==> config.mk <==
export PLATFORM = sky130hd
export DESIGN_NAME = triangle_creator
export DESIGN_NICKNAME = d
export VERILOG_FILES = /design/src/verilog/tri_pkg.sv /design/src/verilog/obstacle_decoder.sv /design/src/verilog/corner_table.sv /design/src/verilog/vertex_sequencer.sv /design/src/verilog/vertex_former.sv /design/src/verilog/triangle_creator.sv
export SDC_FILE = /design/constraint.sdc
export NUM_CORES = 1
export LEC_CHECK = 0
export BUFFER_PORTS_ARGS = -buffer_cell sky130_fd_sc_hd__buf_2
export CORE_MARGIN = 2
export CORE_UTILIZATION = 57
export DETAILED_ROUTE_END_ITERATION = 6
export PLACE_DENSITY = 0.83
export SKIP_LAST_GASP = 1
export SLEW_MARGIN = 10
export SYNTH_ARGS = -nofsm -noshare
export SYNTH_HDL_FRONTEND = slang
export SYNTH_SLANG_ARGS = --single-unit
==> constraint.sdc <==
create_clock -name clk -period 6.2 [get_ports clk]
set_clock_uncertainty 0.2 [all_clocks]
set_input_delay 0.31 -clock clk [delete_from_list [all_inputs] [get_ports clk]]
set_output_delay 0.31 -clock clk [all_outputs]
set_load 0.05 [all_outputs]
==> src/verilog/tri_pkg.sv <==
package tri_pkg;

    typedef logic signed [15:0] coord_t;
    typedef logic [11:0] depth_t;     // 11-bit depth zero-extended to 12
    typedef logic [15:0] color_t;     // rgb565
    typedef logic [2:0] kind_t;
    typedef logic [1:0] lane_t;
    typedef logic [4:0] vert_idx_t;

    typedef struct packed {
        kind_t       kind;
        lane_t       lane;
        logic [10:0] depth;
    } obstacle_t;

    typedef struct packed {
        coord_t x;
        coord_t y;
        coord_t z;
    } vertex_t;

    typedef enum logic {x_left, x_right} x_sel_e;
    typedef enum logic [2:0] {y_ground, y_mid, y_top, y_mid_lo, y_mid_hi} y_sel_e;
    typedef enum logic [1:0] {z_barrier, z_car_front, z_depth} z_sel_e;

    // one table entry that the former resolves to coordinates
    typedef struct packed {
        x_sel_e x_sel;
        y_sel_e y_sel;
        z_sel_e z_sel;
        color_t color;
        logic   last;
    } corner_t;

    typedef enum logic {seq_idle, seq_emit} seq_state_e;

    // lane edges with x growing to the right
    localparam coord_t left_lane_l  = -16'sd128;
    localparam coord_t left_lane_r  = -16'sd64;
    localparam coord_t mid_lane_l   = -16'sd32;
    localparam coord_t mid_lane_r   = 16'sd32;
    localparam coord_t right_lane_l = 16'sd64;
    localparam coord_t right_lane_r = 16'sd128;

    // screen y grows downwards
    localparam coord_t height_ground = 16'sd128;
    localparam coord_t height_mid    = 16'sd96;
    localparam coord_t height_top    = 16'sd64;
    localparam coord_t mid_band      = 16'sd8;  // half height of the middle barrier

    localparam coord_t barrier_len = 16'sd32;
    localparam coord_t car_len     = 16'sd128;

    localparam kind_t kind_low  = 3'd1;
    localparam kind_t kind_high = 3'd2;
    localparam kind_t kind_mid  = 3'd3;
    localparam kind_t kind_car  = 3'd4;

    localparam color_t color_low       = 16'hF000;  // red
    localparam color_t color_high      = 16'hFE18;  // pink
    localparam color_t color_middle    = 16'hFD00;  // orange
    localparam color_t color_car_front = 16'h001F;
    localparam color_t color_car_left  = 16'h000F;
    localparam color_t color_car_right = 16'h000A;
    localparam color_t color_car_roof  = 16'h312F;

endpackage

==> src/verilog/obstacle_decoder.sv <==
module obstacle_decoder import tri_pkg::*; #(
    parameter coord_t min_z = 16'sd8
) (
    input  logic      clk,
    input  logic      rst,
    input  obstacle_t obstacle,
    input  logic      obstacle_valid,
    input  logic      busy,
    output logic      start,
    output kind_t     kind,
    output coord_t    lane_left,
    output coord_t    lane_right,
    output depth_t    depth
);

    logic   accept;
    logic   is_barrier;
    logic   too_near;
    depth_t in_depth;

    // start counts as busy too since the sequencer raises busy a cycle later
    assign accept = obstacle_valid && !busy && !start;

    assign in_depth   = {1'b0, obstacle.depth};
    assign is_barrier = obstacle.kind inside {kind_low, kind_high, kind_mid};
    assign too_near   = coord_t'({4'b0000, in_depth}) < (barrier_len + min_z);

    always_ff @(posedge clk) begin
        if (accept) begin
            kind  <= obstacle.kind;
            depth <= in_depth;
            case (obstacle.lane)
                2'd0: begin
                    lane_left  <= left_lane_l;
                    lane_right <= left_lane_r;
                end
                2'd1: begin
                    lane_left  <= mid_lane_l;
                    lane_right <= mid_lane_r;
                end
                default: begin  // lanes 2 and 3 both map right
                    lane_left  <= right_lane_l;
                    lane_right <= right_lane_r;
                end
            endcase
        end
    end

    always_ff @(posedge clk) begin
        if (rst) begin
            start <= 1'b0;
        end else begin
            start <= accept && (is_barrier ? !too_near : (obstacle.kind == kind_car));
        end
    end

endmodule

==> src/verilog/corner_table.sv <==
module corner_table import tri_pkg::*; (
    input  kind_t     kind,
    input  vert_idx_t index,
    output corner_t   corner
);

    y_sel_e y_lo;
    y_sel_e y_hi;
    color_t bar_color;

    function automatic corner_t place(input x_sel_e x, input y_sel_e y, input z_sel_e z);
        corner_t c;
        c       = '0;
        c.x_sel = x;
        c.y_sel = y;
        c.z_sel = z;
        return c;
    endfunction

    always_comb begin
        // barrier band and colour
        y_lo      = y_ground;
        y_hi      = y_mid;
        bar_color = color_low;
        case (kind)
            kind_high: begin
                y_lo      = y_mid;
                y_hi      = y_top;
                bar_color = color_high;
            end
            kind_mid: begin
                y_lo      = y_mid_lo;
                y_hi      = y_mid_hi;
                bar_color = color_middle;
            end
            default: ;
        endcase

        corner      = place(x_left, y_ground, z_depth);
        corner.last = 1'b1;  // nothing to draw

        if (kind inside {kind_low, kind_high, kind_mid}) begin
            // two triangles facing the camera
            case (index)
                5'd0: corner = place(x_left, y_lo, z_barrier);
                5'd1: corner = place(x_right, y_lo, z_barrier);
                5'd2: corner = place(x_left, y_hi, z_barrier);
                5'd3: corner = place(x_right, y_lo, z_barrier);
                5'd4: corner = place(x_right, y_hi, z_barrier);
                default: corner = place(x_left, y_hi, z_barrier);
            endcase
            corner.color = bar_color;
            corner.last  = (index == 5'd5);
        end else if (kind == kind_car) begin
            case (index)
                // front face
                5'd0:  corner = place(x_left, y_ground, z_car_front);
                5'd1:  corner = place(x_right, y_ground, z_car_front);
                5'd2:  corner = place(x_left, y_top, z_car_front);
                5'd3:  corner = place(x_right, y_ground, z_car_front);
                5'd4:  corner = place(x_right, y_top, z_car_front);
                5'd5:  corner = place(x_left, y_top, z_car_front);
                // left side
                5'd6:  corner = place(x_left, y_ground, z_car_front);
                5'd7:  corner = place(x_left, y_top, z_car_front);
                5'd8:  corner = place(x_left, y_ground, z_depth);
                5'd9:  corner = place(x_left, y_top, z_car_front);
                5'd10: corner = place(x_left, y_top, z_depth);
                5'd11: corner = place(x_left, y_ground, z_depth);
                // right side
                5'd12: corner = place(x_right, y_top, z_car_front);
                5'd13: corner = place(x_right, y_top, z_depth);
                5'd14: corner = place(x_right, y_ground, z_car_front);
                5'd15: corner = place(x_right, y_ground, z_car_front);
                5'd16: corner = place(x_right, y_top, z_depth);
                5'd17: corner = place(x_right, y_ground, z_depth);
                // roof
                5'd18: corner = place(x_left, y_top, z_car_front);
                5'd19: corner = place(x_right, y_top, z_car_front);
                5'd20: corner = place(x_right, y_top, z_depth);
                5'd21: corner = place(x_right, y_top, z_depth);
                5'd22: corner = place(x_left, y_top, z_depth);
                default: corner = place(x_left, y_top, z_car_front);
            endcase

            if (index < 5'd6) begin
                corner.color = color_car_front;
            end else if (index < 5'd12) begin
                corner.color = color_car_left;
            end else if (index < 5'd18) begin
                corner.color = color_car_right;
            end else begin
                corner.color = color_car_roof;
            end
            corner.last = (index == 5'd23);
        end
    end

endmodule

==> src/verilog/vertex_sequencer.sv <==
module vertex_sequencer import tri_pkg::*; (
    input  logic    clk,
    input  logic    rst,
    input  logic    start,
    input  kind_t   kind,
    output logic    busy,
    output corner_t corner,
    output logic    corner_valid,
    output logic    first
);

    seq_state_e state;
    vert_idx_t  index;
    logic [1:0] phase;  // vertex position within its triangle

    corner_table u_table (
        .kind   (kind),
        .index  (index),
        .corner (corner)
    );

    assign busy = (state == seq_emit);

    // vertex 0 goes out in the start cycle itself
    assign corner_valid = start || busy;
    assign first        = corner_valid && (phase == 2'd0);

    always_ff @(posedge clk) begin
        if (rst) begin
            state <= seq_idle;
        end else begin
            case (state)
                seq_idle: begin
                    if (start && !corner.last) begin
                        state <= seq_emit;
                    end
                end
                seq_emit: begin
                    if (corner.last) begin
                        state <= seq_idle;
                    end
                end
                default: state <= seq_idle;
            endcase
        end
    end

    always_ff @(posedge clk) begin
        if (rst) begin
            index <= '0;
            phase <= 2'd0;
        end else if (corner_valid) begin
            if (corner.last) begin
                index <= '0;
                phase <= 2'd0;
            end else begin
                index <= index + 5'd1;
                phase <= (phase == 2'd2) ? 2'd0 : phase + 2'd1;
            end
        end
    end

endmodule

==> src/verilog/vertex_former.sv <==
module vertex_former import tri_pkg::*; #(
    parameter coord_t min_z = 16'sd8
) (
    input  logic    clk,
    input  logic    rst,
    input  corner_t corner,
    input  logic    corner_valid,
    input  logic    first,
    input  coord_t  lane_left,
    input  coord_t  lane_right,
    input  depth_t  depth,
    output vertex_t vertex,
    output color_t  color,
    output logic    new_triangle
);

    coord_t x_next;
    coord_t y_next;
    coord_t z_raw;
    coord_t depth_ext;

    assign depth_ext = coord_t'({4'b0000, depth});

    always_comb begin
        x_next = (corner.x_sel == x_left) ? lane_left : lane_right;
        case (corner.y_sel)
            y_mid:    y_next = height_mid;
            y_top:    y_next = height_top;
            y_mid_lo: y_next = height_mid - mid_band;
            y_mid_hi: y_next = height_mid + mid_band;
            default:  y_next = height_ground;
        endcase
        case (corner.z_sel)
            z_barrier:   z_raw = depth_ext - barrier_len;
            z_car_front: z_raw = depth_ext - car_len;  // may go negative near camera
            default:     z_raw = depth_ext;
        endcase
    end

    always_ff @(posedge clk) begin
        if (corner_valid) begin
            vertex.x <= x_next;
            vertex.y <= y_next;
            vertex.z <= (z_raw < min_z) ? min_z : z_raw;
            color    <= corner.color;
        end
    end

    always_ff @(posedge clk) begin
        if (rst) begin
            new_triangle <= 1'b0;
        end else begin
            new_triangle <= corner_valid && first;
        end
    end

endmodule

==> src/verilog/triangle_creator.sv <==
module triangle_creator import tri_pkg::*; #(
    parameter coord_t min_z = 16'sd8  // nearest z the renderer accepts
) (
    input  logic      clk,
    input  logic      rst,
    input  obstacle_t obstacle,
    input  logic      obstacle_valid,
    output vertex_t   vertex,
    output color_t    color,
    output logic      new_triangle
);

    logic    start;
    logic    busy;
    kind_t   kind;
    coord_t  lane_left;
    coord_t  lane_right;
    depth_t  depth;
    corner_t corner;
    logic    corner_valid;
    logic    first;

    obstacle_decoder #(.min_z(min_z)) u_decoder (
        .clk            (clk),
        .rst            (rst),
        .obstacle       (obstacle),
        .obstacle_valid (obstacle_valid),
        .busy           (busy),
        .start          (start),
        .kind           (kind),
        .lane_left      (lane_left),
        .lane_right     (lane_right),
        .depth          (depth)
    );

    vertex_sequencer u_sequencer (
        .clk          (clk),
        .rst          (rst),
        .start        (start),
        .kind         (kind),
        .busy         (busy),
        .corner       (corner),
        .corner_valid (corner_valid),
        .first        (first)
    );

    vertex_former #(.min_z(min_z)) u_former (
        .clk          (clk),
        .rst          (rst),
        .corner       (corner),
        .corner_valid (corner_valid),
        .first        (first),
        .lane_left    (lane_left),
        .lane_right   (lane_right),
        .depth        (depth),
        .vertex       (vertex),
        .color        (color),
        .new_triangle (new_triangle)
    );

endmodule

# Word level (Yosys, flattened, before mapping)
# Memory sizes are Yosys's and may differ from the RTL's. A register that Yosys moved wholly into a read port is not among the register bits.
# Index checks and enable logic that the tools add are counted.
dict set report op_classes {
  add_sub_neg 4
  n_lt_le_gt_ge 5
  eq_ne 20
  muxes 23
  bitwise_logic 1
  n_reduce_logical 18
}
# operator n
set ops {}
lappend ops {{16-bit case mux with 2 select lines} 3}
lappend ops {{23-bit case mux with 3 select lines} 1}
lappend ops {{23-bit two-way mux} 2}
lappend ops {{14-bit two-way mux} 3}
lappend ops {{8-bit case mux with 4 select lines} 1}
lappend ops {{12-bit case mux with 2 select lines} 1}
lappend ops {{3-bit by 2-bit == test with 1-bit output, second input constant} 6}
lappend ops {{16-bit by 5-bit less-than comparator with 1-bit output, second input constant} 1}
lappend ops {{16-bit two-way mux} 1}
lappend ops {{5-bit two-way mux} 3}
lappend ops {{11-bit by 6-bit subtractor with 12-bit output, second input constant} 1}
lappend ops {{11-bit by 8-bit subtractor with 12-bit output, second input constant} 1}
lappend ops {{11-bit by 6-bit less-than comparator with 1-bit output, second input constant} 1}
lappend ops {{5-bit by 3-bit == test with 1-bit output, second input constant} 2}
lappend ops {{3-bit by 1-bit == test with 1-bit output, second input constant} 3}
lappend ops {{3-bit == test, second input constant} 3}
lappend ops {{1-bit logical AND} 6}
lappend ops {{2-bit logical NOT} 3}
lappend ops {{3-bit case mux with 2 select lines} 1}
lappend ops {{3-bit nonzero test} 2}
lappend ops {{5-bit by 1-bit adder with 5-bit output, second input constant} 1}
lappend ops {{5-bit by 1-bit == test with 1-bit output, second input constant} 1}
lappend ops {{5-bit by 2-bit == test with 1-bit output, second input constant} 1}
lappend ops {{5-bit == test, second input constant} 1}
lappend ops {{other kinds (15)} 22}
dict set report totals {
  register_bits 120
  romBits 128
  out_inout_bits 65
  wordCells 85
  mem_count 1
}
# memory depth width rd rd_ports_with_merged_regs write_ports line
set memory_table {}
lappend memory_table {{(no name shown)} 32 4 1 1 0 corner_table.sv:55} ;# case (index)

# Depth between registers and ports, before layout
dict set report logic_depth {
  depth_word 10
  mapped_depth 12
  ltp_nobuf 12
}

# By module
# From an unflattened synthesis, not the netlist that was laid out.
dict set report hier_totals {
  hier_cells 339
  hier_area_um2 4082.7
}
# mod n_inst cells_per_inst area_each_um2
set modules_own_cells {}
lappend modules_own_cells {vertex_former 1 168 2353.5}
lappend modules_own_cells {obstacle_decoder 1 62 895.9}
lappend modules_own_cells {corner_table 1 72 479.2}
lappend modules_own_cells {vertex_sequencer 1 37 354.1}

# Worst setup path before layout
# No wires, ideal clock.
dict set report synth_timing {
  path_kind {register -> register}
  from {reg u_decoder.start}
  to {reg with a tool-made name}
  setup_ns 0.116
  arrival_time_ns 2.497
  path_slack_ns 3.387
  stages_incl_launch_ff 9
  n_path_buf 0
  synth_period_minus_slack_ns 2.813
  path_cell_list {dfxtp_1 -> nor2_1 -> inv_1 -> nand3b_1 -> o32ai_1 -> inv_1 -> ha_1 -> or2_2 -> a31o_2}
}
# element line
set synth_lines {}
lappend synth_lines {{start, declared} obstacle_decoder.sv:9} ;# output logic start,
lappend synth_lines {{start signal, assigned} obstacle_decoder.sv:53} ;# start <= accept && (is_barrier ? !too_near : (obstacle.kind == kind_car));

==> summary.md <==
| Metric | Value |
|---|---|
| Result of the run | finished, final reports clean |
| Max_cap viols | 0 |
| Total detailed-routing wirelength | 6.316 mm |
| Port Buf Inserts | 65 |
| Critical Setup Path Class | reg2reg |
| Main flop type after synthesis | sky130_fd_sc_hd__edfxtp_1 |
| Standby leakage power | 1.563 nW |
| Minimum clock period after layout | between 3 and 4 ns |
| CP delay by family, top | compound AO/OA/AOI/OAI gates |
| Maximum buffer depth of the clock tree | 2 |
| Avg Vias per Cell | around 5.5 |
| Total power density per cell area | 260.0 nW/µm² |
| Number of non-filler instances in the completed layout | 430 |
| Core region area | 5574 µm² |
| Final worst-path setup slack | between 3 and 4 ns |
| WHS | around 0.022 ns |
| Kind of path behind the tightest hold check | in2reg |
| Post-Synthesis Cell Area | roughly 3300 µm² |
| Remaining global-route overflow | 0 |
| Number of nets in the finished design | just under 400 |
| Top-Level Pins | 84 |
| Starting density of the core | approximately 60% |
| Async set-reset flop share out of synthesis | 0% |
| Largest net degree at the start of global routing | 38 |
| Fraction of the core area covered by cells at the end of the flow | 68.46% |
| Number of standard-cell rows in the floorplan | 27 |
| Element type at the critical path start | register |
| Per-instance average area after synthesis | 11.50 µm² |
| Fraction of final layout cells sized beyond drive strength 1 | 27.93% |
| Yosys synthesis warning count | 0 |
| DRC violation total after the first TritonRoute iteration | approximately 220 |
| Worst-case setup slack after placement | approximately 3.1 ns |
| Final setup violating endpoints | 0 |
| Unrepaired setup endpoints after global routing | no |
| Worst path slowest cell | sky130_fd_sc_hd__o32ai_1 |
| Y dimension of the die | between 80 and 90 µm |
| Peak supply drop | about 0.00015 V |
| Most used cell along the critical path | sky130_fd_sc_hd__inv_1 |
| Width of the die | 80.24 µm |
| Worst slew margin relative to its limit | ~29% |
| Number of detailed-route iterations in the first pass | 5 |
| Yosys cell types | 59 |
| Minimum setup slack among reg-to-reg paths | between 3 and 4 ns |
| Share of the clock period used by the worst path after layout | about half |
| Weighted congestion at the end of routability-driven global placement | 0.8091 |
| Post-DRT Antenna Nets | 0 |
| Number of buffer and inverter stages on the critical path | 3 |
| CTS root buf | sky130_fd_sc_hd__clkbuf_8 |
| Number of placed cells counting well taps | around 400 |
| TritonCTS clock tree | yes |
| Total clock buffers created by CTS | 9 |
| Area of all placed cells without fillers | approximately 3800 µm² |
| Layout Area Growth over Synthesis | 15.18% |
| Number of enable-type register cells in the synthesized netlist | 50 |
| Largest fanout on the critical path | 37 |
| Via total after detailed routing | approximately 2.4k |
| Arrival time reported for the critical path endpoint | 3.22 ns |
| Cell type with the largest total area after synthesis | sky130_fd_sc_hd__edfxtp_1 |
| DRC viols | 0 |
| Placed wire-length estimate after detailed placement | between 4 and 5 mm |
| Setup TNS | 0 ns |
| Max Freq | roughly 0.31 GHz |
| Via count of the first global-routing pass | about 2.1k |
| Antenna violations before repair | 0 |
| Final total power | between 0.9 and 1 mW |
| Cells after synthesis | 288 |
| Clock latency of the later-clocked register in the worst-skew pair | ~0.34 ns |
| Maximum cell stage delay along the critical path | 0.68 ns |
| Total number of clock tree sinks | 64 |
| Total number of H-tree levels | 3 |
| Register area share after synthesis | 53.78% |
| Area enclosed by the die boundary | about 6400 µm² |
| Total count of max-transition violations in the final report | 0 |
| Post-synth top cells | 50 x sky130_fd_sc_hd__edfxtp_1, 33 x sky130_fd_sc_hd__buf_4, 29 x sky130_fd_sc_hd__nor2_1 |
| Leading post-synthesis cells by cell area | sky130_fd_sc_hd__edfxtp_1 45%, sky130_fd_sc_hd__dfxtp_1 8.5%, sky130_fd_sc_hd__buf_4 7.5% |
| CTS clock-pin slew for the worst setup and hold paths | 0.07 ns |
| Inserted Diodes | 0 |
| Most frequently used cell type in the post-synthesis netlist | sky130_fd_sc_hd__edfxtp_1 |
| Average wire per standard cell | 14.69 µm |
| Final number of hold-violating endpoints | 0 |
| Synth top area share | between 40 and 50% |
| Synthesized flop and latch total | 64 |
| Crit path capture type | register |
| Transition time at the pin with the least slew margin | roughly 1.0 ns |
| CP Cell Sequence | nor2_1 > inv_1 > buf_4 > o32ai_1 > inv_1 > ha_1 > or2_2 > a31o_2 |
| Aggregate global-route resource usage | approximately a fifth |
| Required time worst endpoint | between 6 and 7 ns |
| Cell Area, Placed | around 3500 µm² |
| First-pass GRT wire length | roughly 9.8 mm |
-- final cells by class --
cell class | count | area (µm²)
flip-flops and latches | 64 | 1782
clock buffers | 10 | 127.6
clock inverters | 5 | 48.80
multi-input cells | 182 | 1231
well taps | 72 | 90.09
inverters | 17 | 63.81
repair buffers | 80 | 473.0
fillers | 399 | 1758
-- state kept, by name, summed over array words and instances, names as in the netlist, named ones only --
name                   count
u_decoder.start            1
u_decoder.lane_left        2
u_decoder.depth           11
u_sequencer.phase          2
u_decoder.lane_right       3
u_former.color            10
u_sequencer.busy           1
u_former.new_triangle      1
u_former.vertex           21
u_decoder.kind             3
u_sequencer.index          5
-- report_power, final --
group | internal (mW) | total (mW) | switching (mW)
Clock | 0.180 | 0.330 | 0.150
Combinational | 0.0421 | 0.162 | 0.120
Sequential | 0.488 | 0.500 | 0.0124
-- what timing repair did --
item,4_1_cts,5_1_grt
endpoints found under the hold margin,14,0
hold buffers,14,0
buffers inserted,0,0
gates resized for setup,0,0
-- worst register-to-register path, cell delays in order (launching register included) --
cell and delay [ns]:
sky130_fd_sc_hd__dfxtp_1 0.34, sky130_fd_sc_hd__nor2_1 0.52, sky130_fd_sc_hd__inv_1 0.09, sky130_fd_sc_hd__buf_4 0.29, sky130_fd_sc_hd__o32ai_1 0.68, sky130_fd_sc_hd__inv_1 0.19
sky130_fd_sc_hd__ha_1 0.25, sky130_fd_sc_hd__or2_2 0.29, sky130_fd_sc_hd__a31o_2 0.24
-- placed cells by master (no fill, tap or decap), types with 2 or more instances in the layout --
cell                            synthesis  layout
sky130_fd_sc_hd__nand2_1               10      10
sky130_fd_sc_hd__ha_1                  12      12
sky130_fd_sc_hd__xnor2_1                2       2
sky130_fd_sc_hd__buf_2                  3      65
sky130_fd_sc_hd__conb_1                 1      19
sky130_fd_sc_hd__o32ai_1                2       2
sky130_fd_sc_hd__dlygate4sd3_1          0      14
sky130_fd_sc_hd__or2_2                  3       3
sky130_fd_sc_hd__nor2_1                29      29
sky130_fd_sc_hd__o211ai_1               2       2
sky130_fd_sc_hd__xor2_1                 2       2
sky130_fd_sc_hd__and2_1                 2       2
sky130_fd_sc_hd__o21ai_0                5       5
sky130_fd_sc_hd__mux2i_1                3       3
sky130_fd_sc_hd__mux2_2                 3       3
sky130_fd_sc_hd__o2111ai_1              2       2
sky130_fd_sc_hd__inv_1                 17      17
sky130_fd_sc_hd__nor3_1                 9       9
sky130_fd_sc_hd__nor2b_1                9       9
sky130_fd_sc_hd__a211oi_1               4       4
sky130_fd_sc_hd__nand2b_1               5       5
sky130_fd_sc_hd__o221ai_1               3       3
sky130_fd_sc_hd__and4bb_2               2       2
sky130_fd_sc_hd__edfxtp_1              50      50
sky130_fd_sc_hd__a21oi_1               15      15
sky130_fd_sc_hd__nand3b_1               3       3
sky130_fd_sc_hd__a31o_2                 2       2
sky130_fd_sc_hd__clkbuf_8               0       9
sky130_fd_sc_hd__a221oi_1               2       2
sky130_fd_sc_hd__nor3b_1                2       2
sky130_fd_sc_hd__nor4_1                 2       2
sky130_fd_sc_hd__dfxtp_1               14      14
sky130_fd_sc_hd__o31ai_1                2       2
sky130_fd_sc_hd__o22ai_1                2       2
sky130_fd_sc_hd__clkinv_2               0       3
-- routing by layer --
layer / part of all wire (%) / GRT usage [%] / vias to the layer above
met5: 0 / 0 / -
met2: 52 / 34.67 / 121
li1: - / - / 1127
met3: 6.3 / 3.596 / 22
met4: 2.7 / 11.69 / 0
met1: 39 / 24.24 / 1095
-- path summary, 6_finish.rpt --
check                           from                      end  cells past startpoint
min                     obstacle[12]  u_decoder.lane_left[14]                      2
min reg2reg  u_decoder.lane_right[5]      u_former.vertex[37]                      0
max reg2reg          u_decoder.start                 register                      8
max                  u_decoder.start                 register                      8
-- logic make-up after synthesis --
| group | count (synthesis) | share of synthesized area [%] |
|---|---|---|
| and+or+nand+nor | 85 | 14.50 |
| DFF | 64 | 53.78 |
| buffers and inverters | 60 | 11.10 |
| AOI/OAI and AO/OA | 56 | 12.99 |
| adders and majority gates | 12 | 4.532 |
| muxes | 6 | 1.926 |
| xor gates and xnor gates | 4 | 1.058 |
| other | 1 | 0.1132 |
Power figures use the tool's default switching activity.
